### config.mk
export PLATFORM = sky130hd
export DESIGN_NAME = nes_loader_top
export DESIGN_NICKNAME = d
export VERILOG_FILES = /design/src/nes_loader_pkg.sv /design/src/load_req_if.sv /design/src/ines_header_parser.sv /design/src/rom_loader.sv /design/src/wb_byte_writer.sv /design/src/loader_regs.sv /design/src/nes_loader_top.sv
export SDC_FILE = /design/constraint.sdc
export NUM_CORES = 1
export LEC_CHECK = 0
export CAP_MARGIN = 30
export CORE_ASPECT_RATIO = 0.5
export CORE_UTILIZATION = 40
export CTS_CLUSTER_SIZE = 20
export DETAILED_ROUTE_END_ITERATION = 8
export DONT_BUFFER_PORTS = 1
export SYNTH_ARGS = -nofsm -noshare
export SYNTH_HDL_FRONTEND = slang
export SYNTH_SLANG_ARGS = --single-unit
### constraint.sdc
create_clock -name clk -period 3.55 [get_ports clk]
set_input_delay 0.355 -clock clk [delete_from_list [all_inputs] [get_ports clk]]
set_output_delay 0.355 -clock clk [all_outputs]
set_load 0.005 [all_outputs]
### src/nes_loader_pkg.sv
/* NES loader shared definitions */
`default_nettype none

package nes_loader_pkg;

  localparam int ines_hdr_len   = 16;  // iNES header bytes
  localparam int prg_page_shift = 14;  // 16 KiB PRG pages
  localparam int chr_page_shift = 13;  // 8 KiB CHR pages

  // "NES" then 1A hex, byte 0 in the top lane
  localparam logic [31:0] ines_magic = 32'h4E45_531A;

  // Mapper flags word as seen by the console core
  typedef struct packed {
    logic [14:0] reserved;
    logic        four_screen;
    logic        has_chr_ram;
    logic        mirroring;
    logic [2:0]  chr_size;     // log2 of CHR pages, capped
    logic [2:0]  prg_size;     // log2 of PRG pages, capped
    logic [7:0]  mapper;
  } mapper_flags_t;

  // Decoded header, parser to loader
  typedef struct packed {
    logic [7:0]    prg_pages;
    logic [7:0]    chr_pages;
    logic          hdr_ok;     // Magic good, no trainer
    mapper_flags_t flags;
  } hdr_info_t;

  typedef enum logic [1:0] {st_header, st_prg, st_chr, st_finish} load_state_e;

  // Host register map, word addresses
  localparam logic [1:0] reg_ctrl   = 2'd0;
  localparam logic [1:0] reg_status = 2'd1;
  localparam logic [1:0] reg_flags  = 2'd2;

  localparam int ctrl_invert_bit  = 0;
  localparam int ctrl_restart_bit = 1;

  localparam int stat_done_bit  = 0;
  localparam int stat_error_bit = 1;
  localparam int stat_busy_bit  = 2;

endpackage

`default_nettype wire

### src/load_req_if.sv
/* Byte write request channel */
`timescale 1ns/1ps
`default_nettype none

interface load_req_if #(parameter int ADDR_W = 22);
  logic              valid;  // Request pending
  logic              ready;  // Writer idle
  logic [ADDR_W-1:0] addr;
  logic [7:0]        data;

  // Loader holds valid, addr, data until valid && ready
  modport loader (output valid, output addr, output data, input ready);
  modport writer (input valid, input addr, input data, output ready);
endinterface

`default_nettype wire

### src/ines_header_parser.sv
/* iNES header capture and decode */
`timescale 1ns/1ps
`default_nettype none

module ines_header_parser import nes_loader_pkg::*; (
  input  logic       clk,
  input  logic       reset_nes,
  input  logic       restart,
  input  logic [7:0] in_data,
  input  logic       take,
  output logic       hdr_done,
  output hdr_info_t  hdr
);

  logic [7:0] hdr_mem [ines_hdr_len];  // Raw header bytes
  logic [3:0] idx;                     // Next slot to fill
  logic       is_nes20;
  logic       is_dirty;

  // Smallest n with pages <= 2**n, saturates at 7
  function automatic logic [2:0] size_code(input logic [7:0] pages);
    logic [2:0] code;
    code = 3'd7;
    for (int n = 6; n >= 0; n--) begin
      if (pages <= (8'd1 << n)) code = 3'(n);
    end
    return code;
  endfunction

  always_ff @(posedge clk) begin
    if (reset_nes || restart) begin
      idx <= '0;
    end else if (take) begin
      idx <= idx + 4'd1;  // Wraps back to 0 after byte 15
    end
  end

  always_ff @(posedge clk) begin
    if (take) hdr_mem[idx] <= in_data;
  end

  // Pulse on the edge that captures the last byte
  assign hdr_done = take && (idx == 4'(ines_hdr_len - 1));

  assign is_nes20 = (hdr_mem[7][3:2] == 2'b10);

  // Old dumpers left junk in bytes 8..15
  always_comb begin
    is_dirty = 1'b0;
    for (int i = 8; i < ines_hdr_len; i++) begin
      is_dirty |= (hdr_mem[i] != 8'h00);
    end
    is_dirty &= !is_nes20;
  end

  always_comb begin
    hdr                   = '0;
    hdr.prg_pages         = hdr_mem[4];
    hdr.chr_pages         = hdr_mem[5];
    // Magic bytes 0..3, trainer flag must be clear
    hdr.hdr_ok            = ({hdr_mem[0], hdr_mem[1], hdr_mem[2], hdr_mem[3]} == ines_magic)
                            && !hdr_mem[6][2];
    hdr.flags.four_screen = hdr_mem[6][3];
    hdr.flags.mirroring   = hdr_mem[6][0];
    hdr.flags.chr_size    = size_code(hdr_mem[5]);
    hdr.flags.prg_size    = size_code(hdr_mem[4]);
    hdr.flags.mapper      = {is_dirty ? 4'h0 : hdr_mem[7][7:4], hdr_mem[6][7:4]};
  end

endmodule

`default_nettype wire

### src/rom_loader.sv
/* ROM image load sequencer */
`timescale 1ns/1ps
`default_nettype none

module rom_loader import nes_loader_pkg::*; #(
  parameter int ADDR_W = 22
) (
  input  logic          clk,
  input  logic          reset_nes,
  input  logic          restart,
  input  logic [7:0]    in_data,
  input  logic          in_valid,
  output logic          in_ready,
  load_req_if.loader    req,
  output logic          load_done,
  output logic          load_error,
  output logic          busy,
  output mapper_flags_t flags
);

  localparam int cnt_w = 8 + prg_page_shift;  // Largest PRG region in bytes
  localparam logic [ADDR_W-1:0] chr_base = {1'b1, {(ADDR_W-1){1'b0}}};

  load_state_e       state;
  logic [cnt_w-1:0]  bytes_left;
  logic [ADDR_W-1:0] addr_q;   // Running memory address
  logic              take;     // Header byte accepted
  logic              xfer;     // Payload byte accepted
  logic              hdr_done;
  hdr_info_t         hdr;
  logic [cnt_w-1:0]  chr_bytes;

  ines_header_parser u_parser (
    .clk       (clk),
    .reset_nes (reset_nes),
    .restart   (restart),
    .in_data   (in_data),
    .take      (take),
    .hdr_done  (hdr_done),
    .hdr       (hdr)
  );

  assign take      = in_valid && (state == st_header);
  assign in_ready  = (state == st_header) ? 1'b1 :
                     (state == st_prg || state == st_chr) ? req.ready : 1'b0;
  assign req.valid = in_valid && (state == st_prg || state == st_chr);
  assign req.addr  = addr_q;
  assign req.data  = in_data;  // Stream byte goes straight to the writer
  assign xfer      = req.valid && req.ready;
  assign chr_bytes = cnt_w'(hdr.chr_pages) << chr_page_shift;
  assign busy      = (state == st_prg) || (state == st_chr) || (state == st_finish && !load_done);

  always_comb begin
    flags             = hdr.flags;
    flags.has_chr_ram = (hdr.chr_pages == 8'd0);  // No CHR ROM means CHR RAM
  end

  always_ff @(posedge clk) begin
    if (reset_nes || restart) begin
      state      <= st_header;
      bytes_left <= '0;
      addr_q     <= '0;
      load_done  <= 1'b0;
      load_error <= 1'b0;
    end else begin
      case (state)
        st_header: if (hdr_done) begin
          if (!hdr.hdr_ok) begin
            state      <= st_finish;
            load_error <= 1'b1;
          end else if (hdr.prg_pages != 8'd0) begin
            state      <= st_prg;
            bytes_left <= cnt_w'(hdr.prg_pages) << prg_page_shift;
          end else if (hdr.chr_pages != 8'd0) begin
            state      <= st_chr;  // PRG region skipped
            addr_q     <= chr_base;
            bytes_left <= chr_bytes;
          end else begin
            state <= st_finish;
          end
        end
        st_prg: if (xfer) begin
          addr_q     <= addr_q + 1'b1;
          bytes_left <= bytes_left - 1'b1;
          if (bytes_left == cnt_w'(1)) begin  // Last PRG byte
            if (hdr.chr_pages != 8'd0) begin
              state      <= st_chr;
              addr_q     <= chr_base;
              bytes_left <= chr_bytes;
            end else begin
              state <= st_finish;
            end
          end
        end
        st_chr: if (xfer) begin
          addr_q     <= addr_q + 1'b1;
          bytes_left <= bytes_left - 1'b1;
          if (bytes_left == cnt_w'(1)) state <= st_finish;
        end
        default: begin
          // Wait for the final bus write to retire
          if (req.ready) load_done <= 1'b1;
        end
      endcase
    end
  end

endmodule

`default_nettype wire

### src/wb_byte_writer.sv
/* Wishbone byte write master */
`timescale 1ns/1ps
`default_nettype none

module wb_byte_writer #(
  parameter int ADDR_W = 22
) (
  input  logic              clk,
  input  logic              reset_nes,
  load_req_if.writer        req,
  output logic [ADDR_W-1:0] mem_adr,
  output logic [7:0]        mem_wdata,
  output logic              mem_we,
  output logic              mem_cyc,
  output logic              mem_stb,
  input  logic              mem_ack
);

  typedef enum logic {wr_idle, wr_active} wr_state_e;

  wr_state_e state;

  // Only take a new byte when no cycle is open
  assign req.ready = (state == wr_idle);

  // Classic single write, all strobes together
  assign mem_cyc = (state == wr_active);
  assign mem_stb = (state == wr_active);
  assign mem_we  = (state == wr_active);

  always_ff @(posedge clk) begin
    if (reset_nes) begin
      state <= wr_idle;
    end else begin
      case (state)
        wr_idle:   if (req.valid) state <= wr_active;
        wr_active: if (mem_ack) state <= wr_idle;  // Close cycle on ack
        default:   state <= wr_idle;
      endcase
    end
  end

  // Address and data held stable for the whole cycle
  always_ff @(posedge clk) begin
    if (req.valid && req.ready) begin
      mem_adr   <= req.addr;
      mem_wdata <= req.data;
    end
  end

endmodule

`default_nettype wire

### src/loader_regs.sv
/* Loader host register block */
`timescale 1ns/1ps
`default_nettype none

module loader_regs import nes_loader_pkg::*; (
  input  logic          clk,
  input  logic          reset_nes,
  input  logic [1:0]    host_adr,
  input  logic [31:0]   host_wdata,
  output logic [31:0]   host_rdata,
  input  logic          host_we,
  input  logic          host_cyc,
  input  logic          host_stb,
  output logic          host_ack,
  input  logic          load_done,
  input  logic          load_error,
  input  logic          busy,
  input  mapper_flags_t flags_in,
  output logic          restart,
  output logic          invert_mirroring
);

  logic          access;   // Bus cycle in its first clock
  logic          done_q;   // For load_done edge detect
  mapper_flags_t flags_q;
  mapper_flags_t flags_rd;
  logic [31:0]   status_word;

  assign access = host_cyc && host_stb && !host_ack;

  always_ff @(posedge clk) begin
    if (reset_nes) begin
      host_ack         <= 1'b0;
      restart          <= 1'b0;
      invert_mirroring <= 1'b0;
      done_q           <= 1'b0;
      flags_q          <= '0;
    end else begin
      host_ack <= access;  // Single-cycle ack
      restart  <= 1'b0;
      done_q   <= load_done;
      if (access && host_we && host_adr == reg_ctrl) begin
        invert_mirroring <= host_wdata[ctrl_invert_bit];
        restart          <= host_wdata[ctrl_restart_bit];  // Self-clearing
      end
      if (load_done && !done_q) flags_q <= flags_in;  // Snapshot at load end
    end
  end

  always_comb begin
    status_word                 = '0;
    status_word[stat_done_bit]  = load_done;
    status_word[stat_error_bit] = load_error;
    status_word[stat_busy_bit]  = busy;
    flags_rd                    = flags_q;
    flags_rd.mirroring          = flags_q.mirroring ^ invert_mirroring;
  end

  // Read mux, valid while stb is held up to ack
  always_comb begin
    host_rdata = '0;
    case (host_adr)
      reg_ctrl:   host_rdata[ctrl_invert_bit] = invert_mirroring;
      reg_status: host_rdata = status_word;
      reg_flags:  host_rdata = flags_rd;
      default:    host_rdata = '0;
    endcase
  end

endmodule

`default_nettype wire

### src/nes_loader_top.sv
/* NES cartridge loader top */
`timescale 1ns/1ps
`default_nettype none

module nes_loader_top import nes_loader_pkg::*; #(
  parameter int ADDR_W = 22
) (
  input  logic              clk,
  input  logic              reset_nes,
  input  logic [7:0]        in_data,
  input  logic              in_valid,
  output logic              in_ready,
  output logic [ADDR_W-1:0] mem_adr,
  output logic [7:0]        mem_wdata,
  output logic              mem_we,
  output logic              mem_cyc,
  output logic              mem_stb,
  input  logic              mem_ack,
  input  logic [1:0]        host_adr,
  input  logic [31:0]       host_wdata,
  output logic [31:0]       host_rdata,
  input  logic              host_we,
  input  logic              host_cyc,
  input  logic              host_stb,
  output logic              host_ack,
  output logic              done,
  output logic              error
);

  logic          busy;
  logic          restart;   // One-cycle pulse from host
  mapper_flags_t flags;

  load_req_if #(.ADDR_W(ADDR_W)) req_bus ();

  rom_loader #(.ADDR_W(ADDR_W)) u_loader (
    .clk        (clk),
    .reset_nes  (reset_nes),
    .restart    (restart),
    .in_data    (in_data),
    .in_valid   (in_valid),
    .in_ready   (in_ready),
    .req        (req_bus.loader),
    .load_done  (done),
    .load_error (error),
    .busy       (busy),
    .flags      (flags)
  );

  wb_byte_writer #(.ADDR_W(ADDR_W)) u_writer (
    .clk       (clk),
    .reset_nes (reset_nes),
    .req       (req_bus.writer),
    .mem_adr   (mem_adr),
    .mem_wdata (mem_wdata),
    .mem_we    (mem_we),
    .mem_cyc   (mem_cyc),
    .mem_stb   (mem_stb),
    .mem_ack   (mem_ack)
  );

  // Mirroring invert is applied in the flags read path only
  loader_regs u_regs (
    .clk              (clk),
    .reset_nes        (reset_nes),
    .host_adr         (host_adr),
    .host_wdata       (host_wdata),
    .host_rdata       (host_rdata),
    .host_we          (host_we),
    .host_cyc         (host_cyc),
    .host_stb         (host_stb),
    .host_ack         (host_ack),
    .load_done        (done),
    .load_error       (error),
    .busy             (busy),
    .flags_in         (flags),
    .restart          (restart),
    .invert_mirroring ()
  );

endmodule

`default_nettype wire

==> insert_results.sql, run 1 <==
INSERT INTO impl_metrics (metric_group, metric, value, unit) VALUES
('outcome', 'run_status', 'complete, but fails checks', ''),
('outcome', 'violated_checks', 'design-rule violations', ''),
('global_route', 'grt_use_total', '17.2', '%'),
('critical_path', 'timing.setup.critical_path_class', 'flop to flop', ''),
('critical_path', 'critPathMaxFanout', '12', ''),
('power', 'power_per_cell_area', '488', 'nW/µm²'),
('power', 'p_sw_share', '20.8', '%'),
('place', 'place.detailed.hpwl', '13300', 'µm'),
('clock_tree', 'cts_buffer_depth', '3', ''),
('routing', 'drc', '4', ''),
('clock_tree', 'clock-sinks', '229', ''),
('power', 'switching_pwr', '1.08', 'mW'),
('yosys', 'post_synth_most_frequent_cells', 'sky130_fd_sc_hd__edfxtp_1 (155), sky130_fd_sc_hd__nor2_1 (77), sky130_fd_sc_hd__dfxtp_1 (74)', ''),
('critical_path', 'setup.reg_to_reg.worst_slack', '0.35', 'ns'),
('yosys', 'synth_cells', '795', ''),
('yosys', 'async_flop_share', '0', '%'),
('critical_path', 'startpoint_type', 'flop', ''),
('floorplan', 'floorplan.io_pins', '118', ''),
('final_layout', 'final_nets', '880', ''),
('power', 'combinationalPowerShare', '2.6', '%'),
('sta', 'worst_clock_skew', '0.0143', 'ns'),
('yosys', 'post_synth_instance_area', '9560', 'µm²'),
('clock_tree', 'clk_latency', '0.52', 'ns'),
('critical_path', 'worstPathCellList', 'inv_1 > ha_1 > nand3_4 > or4_1 > nor4_2 > o211ai_1 > or4_1 > a21oi_1', ''),
('power', 'relative_contribution_of_the_clock_network_to_total_power', '41.9', '%'),
('floorplan', 'num_rows', '39', ''),
('yosys', 'synth-edff-count', '155', ''),
('yosys', 'dominantRegCellSynth', 'sky130_fd_sc_hd__edfxtp_1', ''),
('critical_path', 'critPathMostFrequentCell', 'sky130_fd_sc_hd__or4_1', ''),
('routing', 'post_drt_wl_per_cell', '18.4', 'µm'),
('yosys', 'synth_area_leaders', 'sky130_fd_sc_hd__edfxtp_1 (49%), sky130_fd_sc_hd__dfxtp_1 (15%), sky130_fd_sc_hd__nor2_1 (3.0%)', ''),
('sta', 'max_slew_margin', '38.2', '%'),
('critical_path', 'crit_family', 'simple AND/OR/NAND/NOR gates', ''),
('critical_path', 'critical_path_required', '4.00', 'ns'),
('yosys', 'yosys_register_bits', '229', ''),
('power', 'worst_vdd_drop', '0.000280', 'V'),
('hold_path', 'holdPathStages', '2', ''),
('critical_path', 'r2r-end', 'u_loader.req.addr[11]', ''),
('sta', 'hold-worst-slack', '0.0218', 'ns'),
('final_layout', 'number_of_antenna_diodes', '0', ''),
('place', 'placement.cell_area', '9870', 'µm²'),
('global_route', 'grt_max_degree', '31', ''),
('routing', 'detailroute.wirelength.met3', '834', 'µm'),
('final_layout', 'drive_gt1_share', '7.34', '%'),
('yosys', 'synth_largest_area_cell', 'sky130_fd_sc_hd__edfxtp_1', ''),
('critical_path', 'r2r-start', 'u_loader.state[0]', ''),
('place', 'routability_driven_placement_congestion_ratio', '0.906', ''),
('power', 'leakagePower', '3.53', 'nW'),
('yosys', 'post_synth_cell_types', '75', ''),
('routing', 'route.top_layer_used', 'met4', ''),
('routing', 'route.final.wire_length', '21000', 'µm'),
('clock_tree', 'worst_setup_hold_path_clk_slew', '0.06', 'ns'),
('yosys', 'synth_top_area_share', '48.7', '%'),
('hold_path', 'min_path_type', 'input pin to flop', ''),
('power', 'total_power', '5.21', 'mW'),
('yosys', 'synth.yosys.seq_area_share', '64.2', '%'),
('power', 'share_seq_of_total_power', '55.6', '%'),
('sta', 'grt_setup_unrepaired', 'no', ''),
('routing', 'detailedRoute.firstIterationViolations', '479', ''),
('floorplan', 'die_width', '221', 'µm'),
('sta', 'fin_crit_sh', '90.1', '%'),
('place', 'place_inst', '1084', ''),
('run', 'max_cap_violations', '0', ''),
('final_layout', 'design_area', '10700', 'µm²'),
('place', 'count_of_buffers_inserted_at_the_top_level_ports', '0', ''),
('hold_path', 'timing.hold.worst.start', 'mem_ack', ''),
('critical_path', 'cpPeakStageDelay', '0.60', 'ns'),
('sta', 'actual_slew_at_the_worst_max_slew_pin', '0.923', 'ns'),
('clock_tree', 'cts_buffers', '22', ''),
('routing', 'dr_vias', '6313', ''),
('critical_path', 'critical_path.slowest_cell', 'sky130_fd_sc_hd__or4_1', '');
-- layer usage --
layer,track usage (%),up-vias
met1,24.9,3123
met4,4.11,0
met5,0,-
met2,26.8,139
met3,3.11,29
li1,-,3022
-- placed cells by master, fill, tap and decap left out, types with 14 or more instances in the layout --
| master | instances |
|---|---|
| sky130_fd_sc_hd__a21oi_1 | 51 |
| sky130_fd_sc_hd__and2_1 | 14 |
| sky130_fd_sc_hd__buf_4 | 17 |
| sky130_fd_sc_hd__clkbuf_16 | 22 |
| sky130_fd_sc_hd__conb_1 | 15 |
| sky130_fd_sc_hd__dfxtp_1 | 74 |
| sky130_fd_sc_hd__edfxtp_1 | 155 |
| sky130_fd_sc_hd__ha_1 | 16 |
| sky130_fd_sc_hd__inv_1 | 20 |
| sky130_fd_sc_hd__nand2_1 | 43 |
| sky130_fd_sc_hd__nand4_1 | 19 |
| sky130_fd_sc_hd__nor2_1 | 77 |
| sky130_fd_sc_hd__nor3_1 | 22 |
| sky130_fd_sc_hd__nor4_1 | 26 |
| sky130_fd_sc_hd__o21ai_0 | 26 |
| sky130_fd_sc_hd__or3_1 | 16 |
-- cells by family after synthesis --
group / after synthesis / share of synthesized area (%)
other cells: 1 / 0.0392
buf+inv: 69 / 3.58
simple gates: 301 / 17.3
flops: 229 / 64.2
fa+ha+maj: 16 / 2.09
compound gates: 160 / 11.0
mux: 5 / 0.523
xor+xnor: 14 / 1.28
-- flip-flops by register name, indices dropped and copies added (netlist names), 2 cells and up --
register and count:
u_loader.bytes_left 22, u_loader.req.addr 22, u_loader.state 2, u_loader.u_parser.hdr_mem 125, u_loader.u_parser.idx 4, u_regs.flags_q 17, u_writer.mem_adr 22, u_writer.mem_wdata 8
-- worst max path at each step --
| stage | end | slack [ns] | cells after the start | from |
|---|---|---|---|---|
| 4_1_cts | u_loader.req.addr[11] | 0.37 | 8 | u_loader.state[0] |
| 3_5_place_dp | u_loader.req.addr[11] | 0.40 | 8 | u_loader.state[0] |
| 3_3_place_gp | u_loader.req.addr[11] | 0.47 | 8 | u_loader.state[0] |
| 5_1_grt | u_loader.req.addr[11] | 0.21 | 8 | u_loader.state[0] |
| 2_1_floorplan | u_loader.bytes_left[15] | 0.99 | 9 | u_loader.state[0] |
| 6_report | u_loader.req.addr[11] | 0.35 | 8 | u_loader.state[0] |
-- through the flow --
stage	utilization [%]	setup slack (ns)
after floorplan	-	0.986
after global placement	42.7	0.470
after detailed placement	42.7	0.399
after CTS	46.1	0.375
after global routing	46.1	0.206
final	46.1	0.352
-- worst reg2reg max path: stages, from the launching register on --
cell and delay, ns:
sky130_fd_sc_hd__dfxtp_1 0.35, sky130_fd_sc_hd__inv_1 0.10, sky130_fd_sc_hd__ha_1 0.31, sky130_fd_sc_hd__nand3_4 0.19
sky130_fd_sc_hd__or4_1 0.60, sky130_fd_sc_hd__nor4_2 0.44, sky130_fd_sc_hd__o211ai_1 0.42, sky130_fd_sc_hd__or4_1 0.58
sky130_fd_sc_hd__a21oi_1 0.14
-- power groups by stage --
stage	Clock [mW]	Sequential, mW	Combinational (mW)
2_1_floorplan	0	2.94	0.0792
3_3_place_gp	0	2.95	0.0852
3_5_place_dp	0	2.95	0.0872
4_1_cts	2.23	2.89	0.134
5_1_grt	2.32	2.89	0.150
6_report	2.18	2.89	0.133
-- area by class of cell --
cell class,instances,area [µm²]
clock buffers,36,623
clock inverters,4,43.8
fillers,2068,12500
inverters,20,75.1
multi-input cells,511,3140
flip-flops and latches,229,6140
well taps,307,384
repair buffers,31,263
-- repair_timing --
action	in CTS	in global routing
hold endpoints to repair	155	0
gates resized for setup	0	0
hold buffers	13	0
Power figures use the tool's default switching activity.
==> inputs of run 2 (changes only) <==
--- a/config.mk
+++ b/config.mk
@@ -11,6 +11,7 @@
 export CTS_CLUSTER_SIZE = 20
 export DETAILED_ROUTE_END_ITERATION = 8
 export DONT_BUFFER_PORTS = 1
+export PLACE_DENSITY_LB_ADDON = 0.1
 export SYNTH_ARGS = -nofsm -noshare
 export SYNTH_HDL_FRONTEND = slang
 export SYNTH_SLANG_ARGS = --single-unit
==> insert_results.sql, run 2 (synthesized netlist as in run 1, its figures left out) <==
INSERT INTO impl_metrics (metric_group, metric, value, unit) VALUES
('final_layout', 'number_of_antenna_diodes', '0', ''),
('sta', 'hold-worst-slack', '0.0231', 'ns'),
('clock_tree', 'cts_buffer_depth', '3', ''),
('place', 'count_of_buffers_inserted_at_the_top_level_ports', '0', ''),
('clock_tree', 'cts_root_buf', 'sky130_fd_sc_hd__clkbuf_16', ''),
('clock_tree', 'post_cts_resized', '0', ''),
('critical_path', 'r2r-end', 'u_loader.req.addr[13]', ''),
('sta', 'fin_crit_sh', '83.5', '%'),
('floorplan', 'die_area', '24600', 'µm²'),
('final_layout', 'layout.cells.most_common_list', 'sky130_fd_sc_hd__edfxtp_1 (155), sky130_fd_sc_hd__nor2_1 (77), sky130_fd_sc_hd__dfxtp_1 (74), sky130_fd_sc_hd__a21oi_1 (51), sky130_fd_sc_hd__nand2_1 (43)', ''),
('run', 'max_cap_violations', '0', ''),
('floorplan', 'die_width', '221', 'µm'),
('final_layout', 'fillers', '2072', ''),
('final_layout', 'layout.area.seq', '6140', 'µm²'),
('routing', 'avgViaCountPerCell', '5.56', ''),
('final_layout', 'registers.top_by_ff_count', 'u_loader.u_parser.hdr_mem', ''),
('sta', 'min_period', '2.96', 'ns'),
('final_layout', 'layout_commonest_cell', 'sky130_fd_sc_hd__edfxtp_1', ''),
('sta', 'final_hold_vios', '0', ''),
('outcome', 'violated_checks', 'design-rule violations', ''),
('place', 'dp_worst_setup_slack', '0.657', 'ns'),
('routing', 'post_drt_wl_per_cell', '19.2', 'µm'),
('power', 'worst_vdd_drop', '0.000280', 'V'),
('sta', 'final-max-slew-violation-count', '0', ''),
('routing', 'iteration_count_of_the_initial_detailed_routing_pass', '7', ''),
('place', 'place.detailed.hpwl', '14100', 'µm'),
('place', 'placement.cell_area', '9880', 'µm²'),
('critical_path', 'timing.setup.critical_path_class', 'flop to flop', ''),
('power', 'power_per_cell_area', '504', 'nW/µm²'),
('sta', 'final_critical_path_setup_slack', '0.587', 'ns'),
('sta', 'grt_setup_unrepaired', 'no', ''),
('final_layout', 'multiInputGateArea', '3140', 'µm²'),
('critical_path', 'startpoint_type', 'flop', ''),
('routing', 'dr_vias', '6332', ''),
('hold_path', 'min_delay_worst_endpoint', 'u_writer.mem_cyc', ''),
('critical_path', 'critPathMaxFanout', '8', ''),
('final_layout', 'drive_gt1_share', '8.53', '%'),
('routing', 'ant_nets', '0', ''),
('floorplan', 'die_height', '111', 'µm'),
('floorplan', 'floorplan.initialDensity', '41.4', '%'),
('sta', 'fin_tns_setup', '0', 'ns'),
('clock_tree', 'clock-sinks', '229', ''),
('clock_tree', 'tritoncts', 'done', ''),
('critical_path', 'depth_of_the_worst_register_to_register_path', '8', ''),
('sta', 'setup-violations-final', '0', ''),
('critical_path', 'critical_path_required', '4.00', 'ns'),
('final_layout', 'design_area', '10800', 'µm²'),
('final_layout', 'area_growth_syn_to_layout', '12.6', '%'),
('hold_path', 'holdPathStages', '2', ''),
('power', 'total_power', '5.43', 'mW'),
('clock_tree', 'worst_setup_hold_path_clk_slew', '0.07', 'ns'),
('hold_path', 'timing.hold.worst.start', 'mem_ack', ''),
('sta', 'maxClockFrequency', '338', 'MHz'),
('critical_path', 'cp.arrival', '3.41', 'ns'),
('routing', 'drc', '3', ''),
('final_layout', 'final_core_utilization', '46.6', '%'),
('place', 'place_inst', '1086', ''),
('power', 'leakagePower', '3.57', 'nW'),
('global_route', 'number_of_antenna_violations_at_the_first_check_in_global_routing', '0', ''),
('hold_path', 'min_path_type', 'input pin to flop', ''),
('global_route', 'grt_use_total', '18.2', '%'),
('global_route', 'grt_pass1_vias', '6058', ''),
('clock_tree', 'cts_htree_levels', '1', ''),
('global_route', 'grt_first_pass_wirelength', '34800', 'µm'),
('critical_path', 'setup.reg_to_reg.worst_slack', '0.59', 'ns'),
('final_layout', 'largest_register_ffs', '125', ''),
('final_layout', 'final_nets', '881', ''),
('floorplan', 'core_area', '23100', 'µm²'),
('critical_path', 'end_kind', 'flop', ''),
('floorplan', 'floorplan.io_pins', '118', ''),
('clock_tree', 'clk_latency', '0.53', 'ns'),
('sta', 'worst_clock_skew', '0.0137', 'ns'),
('place', 'routability_driven_placement_congestion_ratio', '0.894', ''),
('routing', 'route.final.wire_length', '21900', 'µm'),
('floorplan', 'num_rows', '39', ''),
('clock_tree', 'cts_buffers', '22', ''),
('routing', 'detailedRoute.firstIterationViolations', '459', ''),
('global_route', 'grt_max_degree', '31', ''),
('final_layout', 'finalNonFillerCells', '1139', ''),
('critical_path', 'r2r-start', 'u_loader.u_parser.hdr_mem[4][5]', ''),
('sta', 'max_slew_margin', '31.6', '%'),
('sta', 'actual_slew_at_the_worst_max_slew_pin', '1.02', 'ns'),
('outcome', 'run_status', 'complete, but fails checks', ''),
('global_route', 'grt.overflow.total', '0', '');
## run 2: critical path: stages, from the launching register on
cell and delay (ns):
sky130_fd_sc_hd__edfxtp_1 0.51, sky130_fd_sc_hd__nor4_1 0.54, sky130_fd_sc_hd__o211ai_1 0.35, sky130_fd_sc_hd__nor4_2 0.34, sky130_fd_sc_hd__buf_4 0.18, sky130_fd_sc_hd__o211ai_1 0.19, sky130_fd_sc_hd__buf_4 0.25, sky130_fd_sc_hd__or4_1 0.39
sky130_fd_sc_hd__a21oi_1 0.14
## run 2: how the worst max path moves through the flow
stage                                    startpoint                 endpoint  slack [ns]
floorplan                         u_loader.state[0]  u_loader.bytes_left[15]        0.99
global placement    u_loader.u_parser.hdr_mem[4][5]    u_loader.req.addr[13]        0.67
detailed placement  u_loader.u_parser.hdr_mem[5][7]     u_loader.req.addr[4]        0.66
CTS                 u_loader.u_parser.hdr_mem[4][5]    u_loader.req.addr[13]        0.64
global route        u_loader.u_parser.hdr_mem[4][5]    u_loader.req.addr[13]        0.36
finish              u_loader.u_parser.hdr_mem[4][5]    u_loader.req.addr[13]        0.59
## run 2: final cells by class
cell class                 instances  area share [%]
clock inverter                    10            1.06
clock buffer                      30            5.97
tap                              307            3.57
inverter                          20           0.697
timing repair buffer              32            2.53
sequential                       229            57.0
multi-input combinational        511            29.2
## run 2: power by group
part	switching (mW)	internal, mW
sequential	0.0193	2.87
combinational	0.0945	0.0388
clock	1.04	1.37
## run 2: repair_timing
item	CTS	global route
endpoints found under the hold margin	155	0
hold buffers	13	0
endpoints found under the setup margin	0	0
buffers inserted	0	0
## run 2: routing by layer
| layer | wire length, µm | part of all wire [%] | vias up | track usage, % |
|---|---|---|---|---|
| met4 | 469 | 2.1 | 0 | 4.16 |
| li1 | - | - | 3034 | - |
| met1 | 10400 | 47 | 3101 | 26.4 |
| met2 | 9970 | 46 | 159 | 28.1 |
| met5 | 0 | 0 | - | 0 |
| met3 | 1040 | 4.7 | 38 | 3.55 |
